`src/icb_defs.svh`:
```
// =========================================================================
// shared constants of the APB/ICB peripheral subsystem
// byte address width, SRAM size, region map, CRC-32 polynomial
// =========================================================================
`ifndef ICB_DEFS_SVH
`define ICB_DEFS_SVH

// byte address width of every ICB link and of paddr
`define ICB_ADDR_W 16

// log2 of the SRAM word count, 256 words of 32 bits = 1 KB
`define SRAM_AW 8

// region bases
`define SRAM_BASE 16'h0000
`define CRC_BASE 16'h1000

// log2 of the byte span decoded for the register region
// only the first sixteen bytes hold registers
`define CRC_AW 8

// reflected CRC-32 polynomial (IEEE 802.3)
`define CRC_POLY 32'hEDB88320

`endif

```
`src/icb_pkg.sv`:
```
// =========================================================================
// ICB types shared by the bridge, the router, the slaves and the testbench
// command / response structs, routing target and register offsets
// =========================================================================
`default_nettype none

`include "icb_defs.svh"

package icb_pkg;

	// one ICB command beat
	typedef struct packed {
		logic [`ICB_ADDR_W-1:0] addr;
		logic read;
		logic [31:0] wdata;
		logic [3:0] wmask;
	} icb_cmd_t;

	// one ICB response beat
	typedef struct packed {
		logic [31:0] rdata;
		logic err;
	} icb_rsp_t;

	// where the router sent a command
	typedef enum logic [1:0] {
		tgt_sram,
		tgt_crc,
		tgt_none
	} icb_target_e;

	// byte offsets inside the CRC register block
	typedef enum logic [3:0] {
		reg_ctrl = 4'h0,
		reg_data = 4'h4,
		reg_value = 4'h8,
		reg_scratch = 4'hC
	} crc_reg_e;

endpackage

`default_nettype wire

```
`src/icb_addr_router.sv`:
```
// =========================================================================
// ICB address router, one upstream master to two slaves
// region decode, command steering, response merge
// local error responder for unmapped addresses
// =========================================================================
`timescale 1ns/1ns
`default_nettype none

`include "icb_defs.svh"

module icb_addr_router (
	input wire aclk,
	input wire aresetn,
	// upstream port from the bridge
	input wire icb_pkg::icb_cmd_t up_cmd,
	input wire up_cmd_valid,
	output logic up_cmd_ready,
	output icb_pkg::icb_rsp_t up_rsp,
	output logic up_rsp_valid,
	input wire up_rsp_ready,
	// SRAM slave
	output icb_pkg::icb_cmd_t sram_cmd,
	output logic sram_cmd_valid,
	input wire sram_cmd_ready,
	input wire icb_pkg::icb_rsp_t sram_rsp,
	input wire sram_rsp_valid,
	output logic sram_rsp_ready,
	// CRC register slave
	output icb_pkg::icb_cmd_t crc_cmd,
	output logic crc_cmd_valid,
	input wire crc_cmd_ready,
	input wire icb_pkg::icb_rsp_t crc_rsp,
	input wire crc_rsp_valid,
	output logic crc_rsp_ready
);

	import icb_pkg::*;

	localparam int addr_w = `ICB_ADDR_W;
	// lowest address bit above each region's span
	localparam int sram_lsb = `SRAM_AW + 2;
	localparam int crc_lsb = `CRC_AW;
	localparam logic [addr_w-1:0] sram_base = `SRAM_BASE;
	localparam logic [addr_w-1:0] crc_base = `CRC_BASE;

	icb_target_e dec_tgt;
	icb_target_e pend_tgt;
	logic cmd_hs;
	// local error response waiting for upstream ready
	logic err_valid;

	// region decode of the incoming command
	always_comb
	begin
		if (up_cmd.addr[addr_w-1:sram_lsb] == sram_base[addr_w-1:sram_lsb])
			dec_tgt = tgt_sram;
		else if (up_cmd.addr[addr_w-1:crc_lsb] == crc_base[addr_w-1:crc_lsb])
			dec_tgt = tgt_crc;
		else
			dec_tgt = tgt_none;
	end

	// command struct goes to both slaves, valid only to the chosen one
	assign sram_cmd = up_cmd;
	assign crc_cmd = up_cmd;
	assign sram_cmd_valid = up_cmd_valid & (dec_tgt == tgt_sram);
	assign crc_cmd_valid = up_cmd_valid & (dec_tgt == tgt_crc);

	// ready comes back from the chosen path only
	always_comb
	begin
		case (dec_tgt)
			tgt_sram: up_cmd_ready = sram_cmd_ready;
			tgt_crc: up_cmd_ready = crc_cmd_ready;
			default: up_cmd_ready = ~err_valid;
		endcase
	end

	assign cmd_hs = up_cmd_valid & up_cmd_ready;

	// single outstanding command, so one pending target is enough
	always_ff @(posedge aclk or negedge aresetn)
	begin
		if (!aresetn)
			pend_tgt <= tgt_none;
		else if (cmd_hs)
			pend_tgt <= dec_tgt;
	end

	// error responder answers one cycle after an unmapped command
	always_ff @(posedge aclk or negedge aresetn)
	begin
		if (!aresetn)
			err_valid <= 1'b0;
		else if (err_valid & up_rsp_ready)
			err_valid <= 1'b0;
		else if (cmd_hs & (dec_tgt == tgt_none))
			err_valid <= 1'b1;
	end

	// response merge, selected by the registered target
	always_comb
	begin
		case (pend_tgt)
			tgt_sram:
			begin
				up_rsp = sram_rsp;
				up_rsp_valid = sram_rsp_valid;
			end
			tgt_crc:
			begin
				up_rsp = crc_rsp;
				up_rsp_valid = crc_rsp_valid;
			end
			default:
			begin
				up_rsp = '{rdata: 32'h0, err: 1'b1};
				up_rsp_valid = err_valid;
			end
		endcase
	end

	// only the slave that owns the pending response sees ready
	assign sram_rsp_ready = up_rsp_ready & (pend_tgt == tgt_sram);
	assign crc_rsp_ready = up_rsp_ready & (pend_tgt == tgt_crc);

endmodule

`default_nettype wire

```
`config.mk`:
```
export PLATFORM = sky130hd
export DESIGN_NAME = icb_addr_router
export DESIGN_NICKNAME = d
export VERILOG_FILES = /design/src/icb_pkg.sv /design/src/icb_addr_router.sv
export VERILOG_INCLUDE_DIRS = /design/src /design/src/src
export SDC_FILE = /design/constraint.sdc
export NUM_CORES = 1
export LEC_CHECK = 0
export ABC_AREA = 1
export BUFFER_PORTS_ARGS = -buffer_cell sky130_fd_sc_hd__buf_2
export CORE_AREA = 3 3 104 106
export DETAILED_ROUTE_END_ITERATION = 7
export DIE_AREA = 0 0 107 109
export SETUP_SLACK_MARGIN = 0.05
export SLEW_MARGIN = 20
export SYNTH_ARGS = -nofsm -noshare
export SYNTH_HDL_FRONTEND = slang
export SYNTH_SLANG_ARGS = --single-unit
```
`constraint.sdc`:
```
create_clock -name aclk -period 1.5 [get_ports aclk]
set_input_delay 0.225 -clock aclk [delete_from_list [all_inputs] [get_ports aclk]]
set_output_delay 0.225 -clock aclk [all_outputs]
set_load 0.01 [all_outputs]
```
Word level (Yosys, flattened, before mapping)
Cells that the tools add are included.
Word-level totals
  output and inout bits: 145
  register bits: 3
  logic and storage cells: 25
  input bits: 127
Operators by class
  reduce and logical (&&, ||, !) cells: 4
  multiplexer cells: 7
  bitwise logic cells: 8
  equality and inequality tests: 4
Operator list (count)
  one-hot mux 33 bit (2 select lines): 1
  equality test 8 x 5 -> 1 bit, second input constant: 1
  AND 1 bit: 7
  zero test 6 bit: 1
  equality test 2 x 1 -> 1 bit, second input constant: 2
  zero test 2 bit: 2
  2-to-1 mux 2 bit: 2
  one-hot mux 1 bit (2 select lines): 2
  equality test 2 bit, second input constant: 1
  2-to-1 mux 1 bit: 2
  nonzero test 2 bit: 1
  inverter 1 bit: 1

Longest topological paths before layout
  word-level depth: 9
  mapped depth: 9
  gate-level depth less buffers: 9

Least setup slack after synthesis
OpenSTA, ideal clock, no wires.
  path kind: reg2out
  start point: reg pend_tgt[1]
  end point: out up_rsp[10] in the netlist's numbering
  path buffers: 1
  cell stages (with the launch flop): 6
  arrival: 1.072 ns
  slack: 0.203 ns
  cells stage by stage: dfstp_2 > inv_1 > nand2_2 > inv_2 > buf_6 > a22o_1
RTL lines
  start: declaration: RTL line icb_addr_router.sv:47  | icb_target_e pend_tgt;
  start signal: assignment: RTL line icb_addr_router.sv:85  | pend_tgt <= tgt_none;
  start signal: assignment: RTL line icb_addr_router.sv:87  | pend_tgt <= dec_tgt;
  end: declaration: RTL line icb_addr_router.sv:18  | output icb_pkg::icb_rsp_t up_rsp,

==> results.md <==
Finish:
- The finished layout cell area is 1640 µm².
- The filler-free cell count of the finished design is 367.
- 0 antenna diodes ended up in the layout.
- From synthesis to final layout, the design area changed by 14.6%.
- The post-layout net count is 362.
- The share of cells above drive strength 1 is 70.5%.
- The layout filler cell count is 1109.

Yosys:
- Measured against the total synthesized area, the mux share comes to 0%.
- The fraction of the mapped netlist area in simple logic gates is 11.2%.
- Synthesis produced 194 cells.
- The average size of a mapped cell is 7.40 µm².
- After synthesis the netlist holds a flip-flop and latch count of 3.
- The xor/xnor cell area share of the yosys netlist is 0%.
- The synthesized netlist devotes 21.0% of its cell area to compound gates.
- Of the total synthesized cell area, the portion taken by full adders, half adders and majority gates is 0%.
- The register area share after synthesis is 5.32%.
- The dominant combinational cell family by area after synthesis is buffers and inverters.
- The share of the synthesized area in the top cell type is 55.4%.
- The cell with the most instances after synthesis is sky130_fd_sc_hd__buf_4.
- The top cell type by total area after synthesis is sky130_fd_sc_hd__buf_4.
- Summing every instance area after synthesis gives 1440 µm².
- The number of flops mapped to enable cells by yosys is 0.
- The number of nets in the synthesized netlist is 321.
- By count the netlist is led by 106 x sky130_fd_sc_hd__buf_4, 32 x sky130_fd_sc_hd__a22o_1, 12 x sky130_fd_sc_hd__inv_1, 9 x sky130_fd_sc_hd__nand2_1, 7 x sky130_fd_sc_hd__nor2_1.
- Counting distinct cell types in the post-synthesis netlist gives 19.
- The share of async-settable or async-resettable flops after synthesis is 100%.
- For this run, the number of Yosys warnings is 0.
- In the synthesized netlist the dominant register cell turns out to be sky130_fd_sc_hd__dfrtp_1.
- Yosys attributes the largest share of cell area to sky130_fd_sc_hd__buf_4 55%, sky130_fd_sc_hd__a22o_1 20%, sky130_fd_sc_hd__dfrtp_1 3.5%.

Clock tree:
- The clock transition at the registers of the reported paths is 0.03 ns.
- The clock sink count is 3.
- The number of buffers on the longest clock path is 2.
- The clock tree from TritonCTS is done.
- The clock buffer count from CTS is 3.
- The tree is rooted in a sky130_fd_sc_hd__clkbuf_8.
- In this run the number of H-tree levels came out at 1.
- The clock network latency to the later pin of the worst-skew pair is 0.21 ns.

Placement:
- The post-placement cell area is 1450 µm².
- The cell count after placement is 353.
- Once detailed placement completed, the half-perimeter wirelength came to 4280 µm.
- The number of buffers added on ports is 136.
- The final weighted congestion of routability-driven global placement is 0.707.

STA:
- Hold is met by 0.190 ns.
- The final worst-path cycle share is 112%.
- Counting I/O delays and the setup requirement, the final critical path takes 1.68 ns.
- Setup repair after global routing could not meet its margin everywhere.
- Based on the critical path, the design can be clocked at up to 594 MHz.
- For the final database, setup skew stands at 0.00125 ns.
- The pin slew with the least headroom to its limit is 0.153 ns.
- Setup violations remaining at the end of the flow were counted as 36.
- The total count of max-transition violations in the final report is 0.
- The setup slack after layout is -0.184 ns.
- The relative slew slack is 89.8%.
- The final number of hold-violating endpoints is 0.

GRT:
- The initial antenna violation count came to 0.
- The number of global-route vias before repair is 1318.
- For this run the aggregate overflow at the end of global routing stands at 0.
- Entering global routing, the biggest net connects 17 pins.
- Global routing consumed, over all layers together, 9.07% of the routing resources.
- The first-pass GRT wire length is 7790 µm.

Drt:
- The total vias in the final route is 1335.
- Summed over all layers, the routed wires come to 5880 µm.
- The remaining antenna violation count is 0.
- In the routed design, unresolved DRC markers number 0.
- The final routed wire length divided by cell count is 16.0 µm.
- The number of search-and-repair iterations in the first detailed-routing pass is 4.
- After the first detailed-routing iteration, the DRC count stood at 52.
- Using the TritonRoute via totals, the vias-per-cell ratio works out to 3.64.

Power:
- IR analysis of the VDD net gives a maximum drop of 0.000206 V.
- The power per cell area is 682 nW/µm².
- In this run the static leakage power is 0.963 nW.

Worst setup path:
- In this run the register-to-register setup slack is 0.55 ns.
- For the worst setup path, the data required time is 1.27 ns.
- The critical path in this run is classified as flop to output port.
- In this run the critical register-to-register path is captured at pend_tgt[0].
- The capturing element type of the critical path is an output port.
- In this run the worst path has a maximum fanout of 12.
- The worst register-to-register path has a depth of 6.
- Data on the critical path arrives at its endpoint at 1.46 ns.
- The element type at the critical path start is a flop.
- The startpoint of the worst register-to-register path is err_valid.

Worst hold path:
- The worst hold path was traced through 2 stages.
- The worst hold path belongs to the class primary input to flop.
- The end point of the worst hold path is err_valid.
- In this run the most critical hold path is launched from up_rsp_ready.

Floorplan:
- 272 I/O pins were placed.
- The height of the die is 109 µm.
- The total die area is 11700 µm².
- After floorplanning, the core was sized to cover 9860 µm².
- For this configuration, the core starts out at a cell density of 14.5%.
- The floorplan has 36 rows.
- The floorplan step set the die width to 107 µm.

Flow run:
- Max-cap violations in this run came to 0.

Outcome:
- The checks that failed: negative setup slack.
- The flow ran to the end, but the final reports show violations.
[metal layers]
| metal | global-route usage, % | part of all wire [%] | wire, µm |
|---|---|---|---|
| met1 | 11.4 | 41 | 2410 |
| met2 | 13.3 | 43 | 2520 |
| met3 | 4.20 | 14 | 821 |
| met4 | 3.84 | 2.2 | 129 |
| met5 | 0 | 0 | 0 |
[worst max-delay path by stage]
| stage | start | to | slack [ns] | depth (start not counted) |
|---|---|---|---|---|
| 6_report | pend_tgt[1] | up_rsp[8] | -0.18 | 5 |
| 5_1_grt | pend_tgt[1] | up_rsp[2] | -0.22 | 5 |
| 4_1_cts | pend_tgt[1] | up_rsp[8] | -0.18 | 5 |
| 3_5_place_dp | pend_tgt[0] | up_rsp[26] | -0.31 | 3 |
| 3_3_place_gp | pend_tgt[0] | up_rsp[26] | -0.25 | 3 |
| 2_1_floorplan | pend_tgt[1] | up_rsp[10] | 0.20 | 5 |
[flip-flops by register name, indices dropped and copies added, names as in the netlist]
name / cells
err_valid: 1
pend_tgt: 2
[area by class of cell]
type,count,area (µm²),share of cell area (%)
Timing Repair inverter,2,20.0,1.22
Tap cell,133,166,10.1
Sequential cell,3,77.6,4.72
Multi-Input combinational cell,66,492,29.9
Clock buffer,4,45.0,2.74
Inverter,14,60.1,3.65
Timing Repair Buffer,145,783,47.6
[critical path, cell delays in order (launching register included)]
cell and delay, ns:
sky130_fd_sc_hd__dfstp_2 0.58, sky130_fd_sc_hd__buf_6 0.13, sky130_fd_sc_hd__nor2_4 0.04, sky130_fd_sc_hd__buf_12 0.15
sky130_fd_sc_hd__a22o_1 0.21, sky130_fd_sc_hd__buf_2 0.14
[power by group]
group | total, mW | internal [mW] | leakage, nW | switching (mW)
combinational | 0.775 | 0.392 | 0.905 | 0.384
clock | 0.233 | 0.181 | 0.0228 | 0.0523
sequential | 0.112 | 0.0968 | 0.0348 | 0.0151
total | 1.12 | 0.670 | 0.963 | 0.451
[timing repair]
item,in CTS,in global routing
hold endpoints to repair,3,0
buffers inserted,6,0
pin swaps,4,2
cloned,3,0
gates resized for setup,13,1
endpoints found under the setup margin,35,36
hold buffers,1,0
[cells by family after synthesis]
logic type,count (synthesis)
flops,3
simple gates,30
compound gates,35
buf+inv,126
[through the flow]
stage	utilization [%]	setup TNS, ns	power [mW]	setup WS [ns]
global placement	14.7	-5.82	0.743	-0.250
global route	16.7	-6.62	1.20	-0.223
detailed placement	14.7	-8.24	0.751	-0.309
finish	16.7	-4.83	1.12	-0.184
CTS	16.6	-5.25	1.14	-0.184
floorplan	-	0	0.710	0.203
[placed cells by master, fill, tap and decap left out, types with 2 or more instances in the layout]
| cell type | instances |
|---|---|
| sky130_fd_sc_hd__a22o_1 | 32 |
| sky130_fd_sc_hd__buf_12 | 2 |
| sky130_fd_sc_hd__buf_2 | 136 |
| sky130_fd_sc_hd__buf_4 | 4 |
| sky130_fd_sc_hd__buf_6 | 2 |
| sky130_fd_sc_hd__clkbuf_8 | 3 |
| sky130_fd_sc_hd__inv_1 | 11 |
| sky130_fd_sc_hd__inv_2 | 2 |
| sky130_fd_sc_hd__inv_8 | 2 |
| sky130_fd_sc_hd__nand2_1 | 9 |
| sky130_fd_sc_hd__nand2_2 | 3 |
| sky130_fd_sc_hd__nand3_1 | 4 |
| sky130_fd_sc_hd__nand3_2 | 2 |
| sky130_fd_sc_hd__nor2_1 | 7 |
| sky130_fd_sc_hd__nor2_4 | 3 |
(Power assumes the default switching activity.)
