### src/icb_defs.svh
// =========================================================================
// shared constants of the APB/ICB peripheral subsystem
// byte address width, SRAM size, region map, CRC-32 polynomial
// =========================================================================
`ifndef ICB_DEFS_SVH
`define ICB_DEFS_SVH

// byte address width of every ICB link and of paddr
`define ICB_ADDR_W 16

// log2 of the SRAM word count, 256 words of 32 bits = 1 KB
`define SRAM_AW 8

// region bases
`define SRAM_BASE 16'h0000
`define CRC_BASE 16'h1000

// log2 of the byte span decoded for the register region
// only the first sixteen bytes hold registers
`define CRC_AW 8

// reflected CRC-32 polynomial (IEEE 802.3)
`define CRC_POLY 32'hEDB88320

`endif

### src/icb_pkg.sv
// =========================================================================
// ICB types shared by the bridge, the router, the slaves and the testbench
// command / response structs, routing target and register offsets
// =========================================================================
`default_nettype none

`include "icb_defs.svh"

package icb_pkg;

	// one ICB command beat
	typedef struct packed {
		logic [`ICB_ADDR_W-1:0] addr;
		logic read;
		logic [31:0] wdata;
		logic [3:0] wmask;
	} icb_cmd_t;

	// one ICB response beat
	typedef struct packed {
		logic [31:0] rdata;
		logic err;
	} icb_rsp_t;

	// where the router sent a command
	typedef enum logic [1:0] {
		tgt_sram,
		tgt_crc,
		tgt_none
	} icb_target_e;

	// byte offsets inside the CRC register block
	typedef enum logic [3:0] {
		reg_ctrl = 4'h0,
		reg_data = 4'h4,
		reg_value = 4'h8,
		reg_scratch = 4'hC
	} crc_reg_e;

endpackage

`default_nettype wire

### src/icb_crc_regs.sv
// =========================================================================
// ICB CRC-32 register slave
// control, data, value and scratch registers
// one-cycle CRC over a written data word, registered response
// =========================================================================
`timescale 1ns/1ns
`default_nettype none

`include "icb_defs.svh"

module icb_crc_regs (
	input wire aclk,
	input wire aresetn,
	input wire icb_pkg::icb_cmd_t cmd,
	input wire cmd_valid,
	output logic cmd_ready,
	output icb_pkg::icb_rsp_t rsp,
	output logic rsp_valid,
	input wire rsp_ready
);

	import icb_pkg::*;

	localparam int crc_aw = `CRC_AW;

	crc_reg_e reg_sel;
	logic off_bad;
	logic cmd_err;
	logic cmd_hs;
	logic wr_ok;
	logic [31:0] crc_q;
	logic [31:0] scratch_q;
	logic [31:0] rd_word;
	logic [31:0] rdata_q;
	logic err_q;

	// reflected CRC-32 over one word, lowest byte first, LSB first
	function automatic logic [31:0] crc32_word(input logic [31:0] crc_in,
		input logic [31:0] data);
		logic [31:0] c;
		c = crc_in ^ data;
		for (int i = 0; i < 32; i++)
			c = c[0] ? ((c >> 1) ^ `CRC_POLY) : (c >> 1);
		return c;
	endfunction

	// word offset inside the register window
	assign reg_sel = crc_reg_e'({cmd.addr[3:2], 2'b00});
	// anything past 0xC in the window
	assign off_bad = |cmd.addr[crc_aw-1:4];

	// illegal accesses, none of them touch state
	assign cmd_err = off_bad
		| (~cmd.read & (reg_sel == reg_value))
		| (~cmd.read & (reg_sel == reg_data) & (cmd.wmask != 4'hF));

	assign cmd_ready = ~rsp_valid;
	assign cmd_hs = cmd_valid & cmd_ready;
	assign wr_ok = cmd_hs & ~cmd.read & ~cmd_err;

	// remainder: restart from ctrl bit 0, advance on a data write
	always_ff @(posedge aclk or negedge aresetn)
	begin
		if (!aresetn)
			crc_q <= 32'hFFFF_FFFF;
		else if (wr_ok & (reg_sel == reg_ctrl) & cmd.wdata[0])
			crc_q <= 32'hFFFF_FFFF;
		else if (wr_ok & (reg_sel == reg_data))
			crc_q <= crc32_word(crc_q, cmd.wdata);
	end

	// scratch, byte-masked
	always_ff @(posedge aclk or negedge aresetn)
	begin
		if (!aresetn)
			scratch_q <= 32'h0;
		else if (wr_ok & (reg_sel == reg_scratch))
		begin
			for (int b = 0; b < 4; b++)
			begin
				if (cmd.wmask[b])
					scratch_q[8*b +: 8] <= cmd.wdata[8*b +: 8];
			end
		end
	end

	// read mux, ctrl and data read as zero
	always_comb
	begin
		case (reg_sel)
			reg_value: rd_word = ~crc_q;
			reg_scratch: rd_word = scratch_q;
			default: rd_word = 32'h0;
		endcase
	end

	// response payload, zero data on writes and errors
	always_ff @(posedge aclk)
	begin
		if (cmd_hs)
		begin
			rdata_q <= (cmd.read & ~cmd_err) ? rd_word : 32'h0;
			err_q <= cmd_err;
		end
	end

	always_ff @(posedge aclk or negedge aresetn)
	begin
		if (!aresetn)
			rsp_valid <= 1'b0;
		else if (cmd_hs)
			rsp_valid <= 1'b1;
		else if (rsp_ready)
			rsp_valid <= 1'b0;
	end

	assign rsp = '{rdata: rdata_q, err: err_q};

endmodule

`default_nettype wire

### config.mk
export PLATFORM = sky130hd
export DESIGN_NAME = icb_crc_regs
export DESIGN_NICKNAME = d
export VERILOG_FILES = /design/src/icb_pkg.sv /design/src/icb_crc_regs.sv
export VERILOG_INCLUDE_DIRS = /design/src /design/src/src
export SDC_FILE = /design/constraint.sdc
export NUM_CORES = 1
export LEC_CHECK = 0
export BUFFER_PORTS_ARGS = -buffer_cell sky130_fd_sc_hd__buf_2
export CORE_MARGIN = 5
export CORE_UTILIZATION = 53
export DETAILED_ROUTE_END_ITERATION = 7
export MAX_ROUTING_LAYER = met4
export PLACE_DENSITY = 0.74
export SETUP_SLACK_MARGIN = 0.1
export SLEW_MARGIN = 30
export SYNTH_ARGS = -nofsm -noshare
export SYNTH_HDL_FRONTEND = slang
export SYNTH_SLANG_ARGS = --single-unit
### constraint.sdc
create_clock -name aclk -period 4.2 [get_ports aclk]
set_input_delay 0.84 -clock aclk [delete_from_list [all_inputs] [get_ports aclk]]
set_output_delay 0.84 -clock aclk [all_outputs]
set_load 0.005 [all_outputs]
* Yosys cells after proc, flatten, opt, wreduce, memory -nomap -nowiden
Cells that the tools add are included.
Word-level totals: register bits 98, latch bits 0, RAM bits 0, memory bits (read-only) 0, output and inout port bits 35, word-level logic and storage cells 107, memories 0
Cells by class: add/subtract/negate cells 0, multiply operators 0, divide/modulo/power cells 0, $lt $le $gt $ge 0, equality and inequality tests 4, shift operators 0, muxes and demuxes 37, bitwise operators 50, reductions and logical operators 8
Operator list (count):
- two-way mux 32 bit | 34
- inverter 13 -> 14 bit | 32
- case mux 32 bit (2 select lines) | 1
- inverter 32 bit | 1
- XOR 32 bit | 1
- bitwise AND 1 bit | 11
- AND reduction 2 bit | 4
- == test 2 bit, second input constant | 2
- zero test 4 bit | 1
- != test 4 bit, second input constant | 1
- nonzero test 2 bit | 2
- OR reduction 4 bit | 1
- inverter 1 bit | 3
- == test 2 x 1 -> 1 bit, second input constant | 1
- two-way mux 1 bit | 2
- OR 1 bit | 2

* Logic depth before layout (Yosys ltp)
Gate-level depths: netlist (run 1).
depth after elaboration 67, gate-level depth with buffers 10

* Worst setup path after synthesis (run 1)
No wires, ideal clock.
path kind input to register, from in cmd[8] (netlist name), to reg crc_q[20], data arrival time 4259 ps, required time 4123 ps, path slack -136 ps, cell stages on the path 9, path buffers 0, cells stage by stage xnor2_1 -> xnor3_2 -> xnor2_2 -> xnor3_1 -> xor2_2 -> xnor3_2 -> xnor3_2 -> xnor3_1 -> o21a_1
On the way: cells in the longest elaborated chain, start to end 46
Ends and longest elaborated chain:
- start: declaration | line icb_crc_regs.sv:14 | input wire icb_pkg::icb_cmd_t cmd,
- XOR 32 bit * | line icb_crc_regs.sv:41 | c = crc_in ^ data;
- two-way mux 32 bit * (10 in series) | line icb_crc_regs.sv:43 | c = c[0] ? ((c >> 1) ^ `CRC_POLY) : (c >> 1);
- inverter 13 -> 14 bit (no line)
- two-way mux 32 bit * | line icb_crc_regs.sv:43
- inverter 13 -> 14 bit (no line)
- two-way mux 32 bit * (3 in series) | line icb_crc_regs.sv:43
- inverter 13 -> 14 bit (no line)
- two-way mux 32 bit * (7 in series) | line icb_crc_regs.sv:43
- [12 not listed]
- inverter 13 -> 14 bit (no line)
- two-way mux 32 bit * (2 in series) | line icb_crc_regs.sv:43
- inverter 13 -> 14 bit (no line)
- two-way mux 32 bit * | line icb_crc_regs.sv:43
- inverter 13 -> 14 bit (no line)
- two-way mux 32 bit * | line icb_crc_regs.sv:43
- two-way mux 32 bit * | line icb_crc_regs.sv:68 | else if (wr_ok & (reg_sel == reg_data))
- two-way mux 32 bit * | line icb_crc_regs.sv:66 | else if (wr_ok & (reg_sel == reg_ctrl) & cmd.wdata[0])
- end signal: assignment | line icb_crc_regs.sv:69 | crc_q <= crc32_word(crc_q, cmd.wdata);
- end: declaration | line icb_crc_regs.sv:31 | logic [31:0] crc_q;
Every way passes the cells marked *; elsewhere a longest branch is shown, timed or not. The select of a mux whose other input is x is not followed. A chain may end at the register's enable or synchronous reset.

* Worst setup path after layout (run 1)
from in cmd[7] (netlist name), to reg crc_q[20]
On the way: cells in the longest elaborated chain, start to end 45
Ends and longest elaborated chain (line):
- XOR 32 bit * | icb_crc_regs.sv:41
- two-way mux 32 bit * (4 in series) | icb_crc_regs.sv:43
- inverter 13 -> 14 bit (no line) or two-way mux 32 bit (tied branches)
- two-way mux 32 bit * (4 in series) | icb_crc_regs.sv:43
- inverter 13 -> 14 bit (no line) or two-way mux 32 bit (tied branches)
- two-way mux 32 bit * (6 in series) | icb_crc_regs.sv:43
- inverter 13 -> 14 bit (no line) or two-way mux 32 bit (tied branches)
- two-way mux 32 bit * | icb_crc_regs.sv:43
- [17 not listed]
- inverter 13 -> 14 bit (no line) or two-way mux 32 bit (tied branches)
- two-way mux 32 bit * (2 in series) | icb_crc_regs.sv:43
- inverter 13 -> 14 bit (no line) or two-way mux 32 bit (tied branches)
- two-way mux 32 bit * | icb_crc_regs.sv:43
- inverter 13 -> 14 bit (no line) or two-way mux 32 bit (tied branches)
- two-way mux 32 bit * | icb_crc_regs.sv:43
- two-way mux 32 bit * | icb_crc_regs.sv:68
- two-way mux 32 bit * | icb_crc_regs.sv:66
Marked as above.

==> metrics.md, run 1 <==
| Metric | Value |
|---|---|
| Worst EP required | about 4.5 ns |
| Post-layout minimum cycle time | just under 4 ns |
| Post-CTS Resized | 0 |
| Final Instance Area | 8590 um^2 |
| NumNets Final | 820 |
| Initial Utilization | approximately 54% |
| # DRC | 0 |
| Cell variety after synth | 38 |
| Number of global-route vias before repair | 5,020 |
| Initial antenna violation count | 0 |
| WP buf/inv | 2 |
| Post-synthesis net count | roughly 660 |
| Final WL | 18,300 um |
| CP most frequent cell | xnor3_2 |
| Total grt overflow | 0 |
| Skew final | 0.0150 ns |
| Detailed placement HPWL | ~15,000 um |
| Syn Std Cell Area | ~7000 um^2 |
| Gpl congestion | roughly 0.96 |
| Hold buffers post-CTS | 0 |
| Boundary Pins | approximately 90 |
| Pre-CTS setup slack | -0.0559 ns |
| Setup bufs post-CTS | 0 |
| DR WL/cell | 19.4 um |
| Longest Clk Path Bufs | 2 |
| Gate Count Post-Synth | 599 |
| Die area | ~16,000 um^2 |
| Pre-antenna DRT Iters | 4 |
| Startpoint types | primary input |
| Root buffer cell | clkbuf_16 |
| Crit-path cells | buf_2, xnor2_1, xnor3_1, buf_4, xor2_1, xnor3_2, xor2_4, xnor3_2, xnor3_2, xnor3_1, o21a_1 |
| Sink Count | 98 |
| Slowest stage delay, CP | around 0.53 ns |
| Final hold vios | 0 |
| Placed cells | ~930 |
| Arr. time, crit path | around 4.2 ns |
| CP top delay family | XOR/XNOR gates |
| Status | finished clean |
| Vias | ~4,800 |
| Placeable Area | between 10,000 and 15,000 um^2 |
| Share of cells above drive strength 1 | 36.1% |
| Max-cap violation count | 0 |
| Fillers | around 1,100 |
| DR iter-0 viols | a little under 400 |
| Layout Cells excl Fill | around 940 |
| Final Slew Violations | 0 |
| First-pass GRT wire length | about 29,000 um |
| Site Rows | 42 |
| CP Class | primary input to flop |
| Via density per instance | a little over 5 |
| Routed Antenna Nets | 0 |
| Global-route usage over all layers | around a quarter |
| Worst-skew pair later-pin latency | around 0.36 ns |
| Largest net degree at the start of global routing | a little under 70 |
| Worst-path fanout max | 5 |
| Inserted Clock Buffers | 9 |
| Final WS setup | between 0.3 and 0.4 ns |
| Final setup fails | 0 |
| Seq/Total Area, Yosys | a little under two fifths |
| Slowest cell on crit path | xnor3_1 |
| H-tree depth | 3 |
| Area grow syn2layout | 22.1% |
| Hold Path Class | primary input to asynchronous set/reset pin |
| Worst slew margin | between 50 and 60% |
| N_diodes | 0 |
| Yosys warns | 0 |
| Syn Area/Cell | roughly 12 um^2 |
| Die width | 125 um |
| CTS tree | built |
| Worst-margin pin slew | between 0.6 and 0.7 ns |
| Crit. End Element | flop |
| #FFs+latches synth | 98 |
| Fmax | between 0.2 and 0.3 GHz |
| Die height | ~130 um |
| Fin crit share | 92.5% |
| Dpl cell area | approximately 8300 um^2 |
| I/O Buffers | 81 |
| Clock-pin slew on the worst setup and hold paths | roughly 0.07 ns |
| RSZ-0062 raised after global routing | false |
==> cells in the final DEF (no fill, tap or decap), types with 13 or more instances in the layout <==
cell type	count
nor3_1	13
o21ai_0	29
nor2_1	67
buf_4	94
buf_2	81
a21oi_1	45
nand2_1	13
xor2_1	41
xnor2_1	152
xnor3_1	35
dfstp_2	32
mux2_2	32
edfxtp_1	33
dfrtp_1	33
==> metal layers <==
layer	GRT usage, %	share of wire, %
met5	-	0
met4	7.27	1.8
met1	33.6	44
met3	3.97	5.3
met2	39.3	49
==> state kept, by name (all words and copies together) (netlist names) <==
| name | count |
|---|---|
| err_q | 1 |
| rdata_q | 32 |
| crc_q | 32 |
| rsp_valid | 1 |
| scratch_q | 32 |
==> logic make-up after synthesis <==
family                    Yosys count  share of synthesized area, %
xor gates and xnor gates          253                          42.9
DFF                                98                          37.8
buffers and inverters              25                          1.49
and+or+nand+nor                   112                          6.90
AOI/OAI and AO/OA                  78                          5.71
muxes                              33                          5.26
==> layout make-up <==
class	count	area [um^2]	share of cell area, %
flip-flops and latches	98	2660	30.9
clock buffers	11	233	2.71
repair buffers	176	1130	13.2
multi-input cells	476	4300	50.1
clock inverters	5	37.5	0.437
well taps	176	220	2.56
inverters	2	7.51	0.0874
==> cells in the mapped netlist (all sizes together) <==
cell	count	area, um^2
a211o	1	8.76
a21oi	45	225
and2	1	6.26
and3	2	12.5
and4b	1	10.0
buf	3	22.5
clkbuf	20	75.1
dfrtp	33	826
dfstp	32	841
edfxtp	33	991
inv	2	7.51
mux2	32	360
mux2i	1	10.0
nand2	13	48.8
nand3	3	15.0
nand3b	2	15.0
nand4	1	6.26
nor2	68	255
nor2b	3	18.8
nor3	13	65.1
nor3b	1	7.51
nor4	3	18.8
o211ai	1	7.51
o21a	1	7.51
o21ai	29	145
o21bai	1	7.51
or3	1	6.26
xnor2	161	1520
xnor3	42	953
xor2	46	452
xor3	4	95.1
==> worst paths after layout <==
check	slack, ns	from	cells past startpoint	endpoint
min reg2reg	0.51	scratch_q[22]	1	scratch_q[22]
max	0.32	cmd[7]	11	crc_q[20]
max in group asynchronous	2.73	aresetn	2	crc_q[20]
max reg2reg	0.40	crc_q[0]	9	crc_q[20]
min	0.49	aresetn	1	scratch_q[10]
min in group aclk	0.51	scratch_q[22]	1	scratch_q[22]
==> worst register-to-register path, delay by kind of cell (launching register included) <==
kind / cells / cell delay (ns)
xor gates and xnor gates: 8 / 2.97
DFF: 1 / 0.59
AOI/OAI and AO/OA: 1 / 0.17
==> through the flow <==
stage	util (%)	setup TNS [ns]	hold WS [ns]
CTS	65.4	0	0.503
floorplan	-	0	0.480
finish	65.4	0	0.487
detailed placement	63.3	-0.107	0.494
global route	65.4	0	0.524
global placement	63.3	-0.00275	0.487
Power of run 1 is left out: the tool's default activity adds up to more than one toggle a clock period on the data nets, which glitch-free logic cannot reach.
==> inputs of run 2 (changes only) <==
--- a/config.mk
+++ b/config.mk
@@ -9,7 +9,6 @@
 export BUFFER_PORTS_ARGS = -buffer_cell sky130_fd_sc_hd__buf_2
-export CORE_MARGIN = 5
-export CORE_UTILIZATION = 53
+export CORE_UTILIZATION = 35
 export DETAILED_ROUTE_END_ITERATION = 7
 export MAX_ROUTING_LAYER = met4
-export PLACE_DENSITY = 0.74
+export PLACE_DENSITY = 0.52
 export SETUP_SLACK_MARGIN = 0.1
==> constraint.sdc (replaced) <==
create_clock -name aclk -period 4.2 [get_ports aclk]
set_input_delay 0.42 -clock aclk [delete_from_list [all_inputs] [get_ports aclk]]
set_output_delay 0.42 -clock aclk [all_outputs]
set_load 0.005 [all_outputs]
==> run 2 against run 1 <==
Compared with the run above: clock skew hardly changed; fmax decreased by 1.6%; design area is 0.96% lower; sequential share of layout area grew 0.30 points; register-to-register slack lost 0.15 ns; first-iteration DRC count down 37%; final cell count increased by 6.3%; via count down 4.3%; global-route usage decreased by 5.1 points; utilization is 22 points lower; count of clock-buffer cells in the layout shrank 2; setup slack worse by 0.062 ns; largest cell class unchanged.
==> metrics.md, run 2 (same netlist as run 1, synthesis figures left out) <==
| Metric | Value |
|---|---|
| NumNets Final | 790 (was 820) |
| Largest regs | crc_q x32, rdata_q x32, scratch_q x32 (unchanged) |
| Final setup fails | 0 (unchanged) |
| Startpoint types | flop (was primary input) |
| Skew final | 0.0145 ns (was 0.0150 ns) |
| CTS tree | built (unchanged) |
| Global-route usage over all layers | 19.8% (was 24.9%) |
| Final WL | 18,600 um (was 18,300 um) |
| Post-CTS Resized | 0 (unchanged) |
| Worst-margin pin slew | 0.673 ns (was 0.669 ns) |
| I/O Buffers | 81 (unchanged) |
| Boundary Pins | 92 (unchanged) |
| Longest Clk Path Bufs | 2 (unchanged) |
| Worst Hold Slack | 0.0317 ns (was 0.487 ns) |
| Worst-path fanout max | 6 (was 5) |
| Total grt overflow | 0 (unchanged) |
| N_diodes | 0 (unchanged) |
| Site Rows | 51 (was 42) |
| Clock-pin slew on the worst setup and hold paths | 0.08 ns (was 0.07 ns) |
| Worst EP required | 4.49 ns (about the same) |
| # DRC | 0 (unchanged) |
| Root buffer cell | clkbuf_16 (unchanged) |
| DR WL/cell | 18.6 um (was 19.4 um) |
| Sink Count | 98 (unchanged) |
| Final Slew Violations | 0 (unchanged) |
| Status | finished clean (unchanged) |
| Via density per instance | 4.63 (was 5.13) |
| Die area | 20,700 um^2 (was 15,700 um^2) |
| Hold buffers post-CTS | 0 (unchanged) |
| Setup TNS | 0 ns (unchanged) |
| Post-layout minimum cycle time | 3.95 ns (was 3.88 ns) |
| Initial Utilization | 35.9% (was 53.6%) |
| Area grow syn2layout | 20.9% (was 22.1%) |
| Inserted Clock Buffers | 9 (unchanged) |
| Crit. End Element | flop (unchanged) |
| Vias | 4,640 (was 4,847) |
| DR iter-0 viols | 244 (was 390) |
| Max-cap violation count | 0 (unchanged) |
| H-tree depth | 3 (unchanged) |
| Die height | 144 um (was 125 um) |
| Initial antenna violation count | 0 (unchanged) |
| Detailed placement HPWL | 15,200 um (was 14,800 um) |
| Setup bufs post-CTS | 0 (unchanged) |
| CP Class | flop to flop (was primary input to flop) |
| Hold Path Class | primary input to asynchronous set/reset pin (unchanged) |
| Die width | 144 um (was 125 um) |
| Worst-skew pair later-pin latency | 0.36 ns (about the same) |
| First-pass GRT wire length | 28,800 um (was 28,700 um) |
| Fin crit share | 94.0% (was 92.5%) |
| Fmax | 0.253 GHz (was 0.257 GHz) |
| Gpl congestion | 0.879 (was 0.959) |
| RSZ-0062 raised after global routing | false (unchanged) |
| Final hold vios | 0 (unchanged) |
| Most common cell after layout, fill and taps aside | xnor2_1 (unchanged) |
| Number of global-route vias before repair | 4,826 (was 5,020) |
| Largest net degree at the start of global routing | 69 (was 68) |
| Share of cells above drive strength 1 | 33.6% (was 36.1%) |
| Worst slew margin | 55.1% (was 55.4%) |
| Arr. time, crit path | 4.23 ns (was 4.17 ns) |
| Placeable Area | 19,600 um^2 (was 13,100 um^2) |
| Routed Antenna Nets | 0 (unchanged) |
| Most frequent cells in the layout | xnor2_1 (152), buf_2 (80), nor2_1 (67) (was xnor2_1 (152), buf_4 (94), buf_2 (81)) |
| Pre-antenna DRT Iters | 4 (unchanged) |
==> run 2: final timing paths <==
check                           from  slack [ns]  cells past startpoint        end
min in group aclk          rsp_ready        0.23                      2  rsp_valid
max                         crc_q[0]        0.25                      9  crc_q[15]
min reg2reg                 crc_q[8]        0.50                      2   crc_q[8]
max reg2reg                 crc_q[0]        0.25                      9  crc_q[15]
min                          aresetn        0.03                      1  rsp_valid
max in group asynchronous    aresetn        3.35                      2  crc_q[31]
==> run 2: routing by layer <==
layer | part of all wire, % | vias up | track usage, %
met5 | 0 | - | -
met4 | 1.2 | 0 | 4.82
met3 | 2.2 | 12 | 2.40
met2 | 48 | 76 | 31.6
met1 | 48 | 2262 | 26.8
li1 | - | 2290 | -
==> run 2: area by class of cell <==
type                    count  area [um^2]
flip-flops and latches     98         2660
fillers                  1894        11100
repair buffers            146          896
clock inverters             7         98.8
well taps                 265          332
inverters                   2         7.51
multi-input cells         476         4290
clock buffers               9          225
==> run 2: critical path: stages, from the launching register on <==
cell	delay (ns)
dfstp_2	0.59
xor2_4	0.27
xnor3_2	0.61
xnor3_2	0.50
xnor2_1	0.24
xnor3_1	0.48
xor3_1	0.46
xor2_1	0.30
xnor2_1	0.13
a211o_1	0.30
==> run 2: per-stage QoR <==
step	setup slack (ns)	cell area [um^2]	utilization, %	cells
floorplan	0.224	7040	-	599
global placement	0.179	8170	41.7	987
detailed placement	0.149	8170	41.7	987
CTS	0.257	8500	43.4	1003
global route	0.123	8510	43.4	1003
finish	0.253	8510	43.4	1003
Power of run 2 is left out for the same reason.
==> inputs of run 3 (changes only) <==
- RECOVER_POWER: default -> 50
==> run 3 against run 2 <==
Compared with the run above: count of clock-buffer cells in the layout did not move; final cell count unchanged; register-to-register slack about the same; sequential share of layout area rose by 0.17 points; setup slack gained 0.0019 ns; wire length increased by 0.19%; critical path depth is the same; flip-flop and latch count stayed put; the run now ends with capacitance limit, slew limit left; fmax about the same.
==> metrics.md, run 3 (same netlist as run 1, synthesis figures left out) <==
| Metric | Value |
|---|---|
| Register Area | 2660 um^2 (unchanged) |
| Largest net degree at the start of global routing | 69 (unchanged) |
| Crit-path cells | xor2_4, xnor3_2, xnor3_2, xnor2_1, xnor3_1, xor3_1, xor2_1, xnor2_1, a211o_1 (unchanged) |
| Failing checks | capacitance limit, slew limit |
| Slowest stage delay, CP | 0.61 ns (about the same) |
| Most common cell after layout, fill and taps aside | xnor2_1 (unchanged) |
| Die height | 144 um (unchanged) |
| I/O Buffers | 81 (unchanged) |
| CTS tree | built (unchanged) |
| DR WL/cell | 18.6 um (about the same) |
| Post-layout minimum cycle time | 3.95 ns (about the same) |
| Most frequent cells in the layout | xnor2_1 (152), nor2_1 (67), buf_4 (63) (was xnor2_1 (152), buf_2 (80), nor2_1 (67)) |
| Global-route usage over all layers | 19.8% (unchanged) |
| Fin crit share | 93.9% (was 94.0%) |
| Final Slew Violations | 77 (was 0) |
| Arr. time, crit path | 4.23 ns (about the same) |
| # DRC | 0 (unchanged) |
| Share of cells above drive strength 1 | 29.4% (was 33.6%) |
| Initial antenna violation count | 0 (unchanged) |
| CP top delay family | XOR/XNOR gates (unchanged) |
| CP Class | flop to flop (unchanged) |
| First-pass GRT wire length | 28,800 um (unchanged) |
| Setup bufs post-CTS | 0 (unchanged) |
| Area of the multi-input gates | 4290 um^2 (unchanged) |
| Root buffer cell | clkbuf_16 (unchanged) |
| Crit. End Element | flop (unchanged) |
| Worst slew margin | -48.1% (was 55.1%) |
| RSZ-0062 raised after global routing | false (unchanged) |
| Worst EP required | 4.48 ns (was 4.49 ns) |
| Sink Count | 98 (unchanged) |
| Hold buffers post-CTS | 0 (unchanged) |
| Worst-skew pair later-pin latency | 0.36 ns (about the same) |
| Die area | 20,700 um^2 (unchanged) |
| Final setup fails | 0 (unchanged) |
| Hold Path Class | primary input to flop (was primary input to asynchronous set/reset pin) |
| Setup TNS | 0 ns (unchanged) |
| Largest regs | crc_q x32, rdata_q x32, scratch_q x32 (unchanged) |
| Routed Antenna Nets | 0 (unchanged) |
| Final hold vios | 0 (unchanged) |
| Clock-pin slew on the worst setup and hold paths | 0.08 ns (about the same) |
| Total grt overflow | 0 (unchanged) |
| Die width | 144 um (unchanged) |
| WP buf/inv | 0 (unchanged) |
| Site Rows | 51 (unchanged) |
| NumNets Final | 790 (unchanged) |
| Via density per instance | 4.61 (was 4.63) |
| Final WL | 18,700 um (was 18,600 um) |
| Fillers | 1,913 (was 1,894) |
| Startpoint types | flop (unchanged) |
| Number of global-route vias before repair | 4,826 (unchanged) |
| Pre-antenna DRT Iters | 5 (was 4) |
| Inserted Clock Buffers | 9 (unchanged) |
| Worst-margin pin slew | 2.22 ns (was 0.673 ns) |
| Boundary Pins | 92 (unchanged) |
| Fmax | 0.253 GHz (about the same) |
| Longest Clk Path Bufs | 2 (unchanged) |
| N_diodes | 0 (unchanged) |
| Vias | 4,622 (was 4,640) |
| Worst-path fanout max | 6 (unchanged) |
| Max-cap violation count | 2 (was 0) |
| Slowest cell on crit path | xnor3_2 (unchanged) |
| Detailed placement HPWL | 15,200 um (unchanged) |
| Worst Hold Slack | 0.230 ns (was 0.0317 ns) |
| Initial Utilization | 35.9% (unchanged) |
| Skew final | 0.0130 ns (was 0.0145 ns) |
| Area grow syn2layout | 20.3% (was 20.9%) |
| H-tree depth | 3 (unchanged) |
| DR iter-0 viols | 245 (was 244) |
| Placeable Area | 19,600 um^2 (unchanged) |
| Status | finished with violations (was finished clean) |
| Gpl congestion | 0.879 (unchanged) |
-- run 3: path summary, 6_finish.rpt --
kind / from / end / slack, ns / depth (start not counted)
max: crc_q[0] / crc_q[15] / 0.25 / 9
max reg2reg: crc_q[0] / crc_q[15] / 0.25 / 9
min in group asynchronous: aresetn / rsp_valid / 0.71 / 1
min: rsp_ready / rsp_valid / 0.23 / 2
min reg2reg: crc_q[8] / crc_q[8] / 0.50 / 2
max in group asynchronous: aresetn / scratch_q[10] / 1.31 / 2
-- run 3: metal layers --
metal / part of all wire [%] / up-vias / global-route usage (%)
li1: - / 2288 / -
met1: 48 / 2250 / 26.8
met2: 48 / 73 / 31.6
met3: 2.4 / 11 / 2.40
met4: 1.2 / 0 / 4.82
met5: 0 / - / -
-- run 3: repair_timing --
item                       CTS  global route
hold endpoints to repair     0             0
gates resized for setup      0             1
setup endpoints to repair    0             1
-- run 3: stage by stage --
step | cell area, um^2 | instances | util [%] | setup slack [ns]
after floorplan | 7040 | 599 | - | 0.224
after global placement | 8170 | 987 | 41.7 | 0.179
after detailed placement | 8170 | 987 | 41.7 | 0.149
after CTS | 8500 | 1003 | 43.4 | 0.257
after global routing | 8460 | 1003 | 43.2 | 0.123
final | 8460 | 1003 | 43.2 | 0.255
-- run 3: final cells by class --
type                       instances  share of cell area, %
tap                              265                   3.92
multi-input combinational        476                   50.7
clock buffer                       9                   2.66
timing repair buffer             146                   10.0
sequential                        98                   31.4
inverter                           2                 0.0887
clock inverter                     7                   1.17
-- run 3: worst register-to-register path: cells and delay by family, from the launching register on --
family         cells  cell delay, ns
AO/OA/AOI/OAI      1            0.30
XOR/XNOR           8            2.98
flip-flops         1            0.59
Power of run 3 is left out for the same reason.
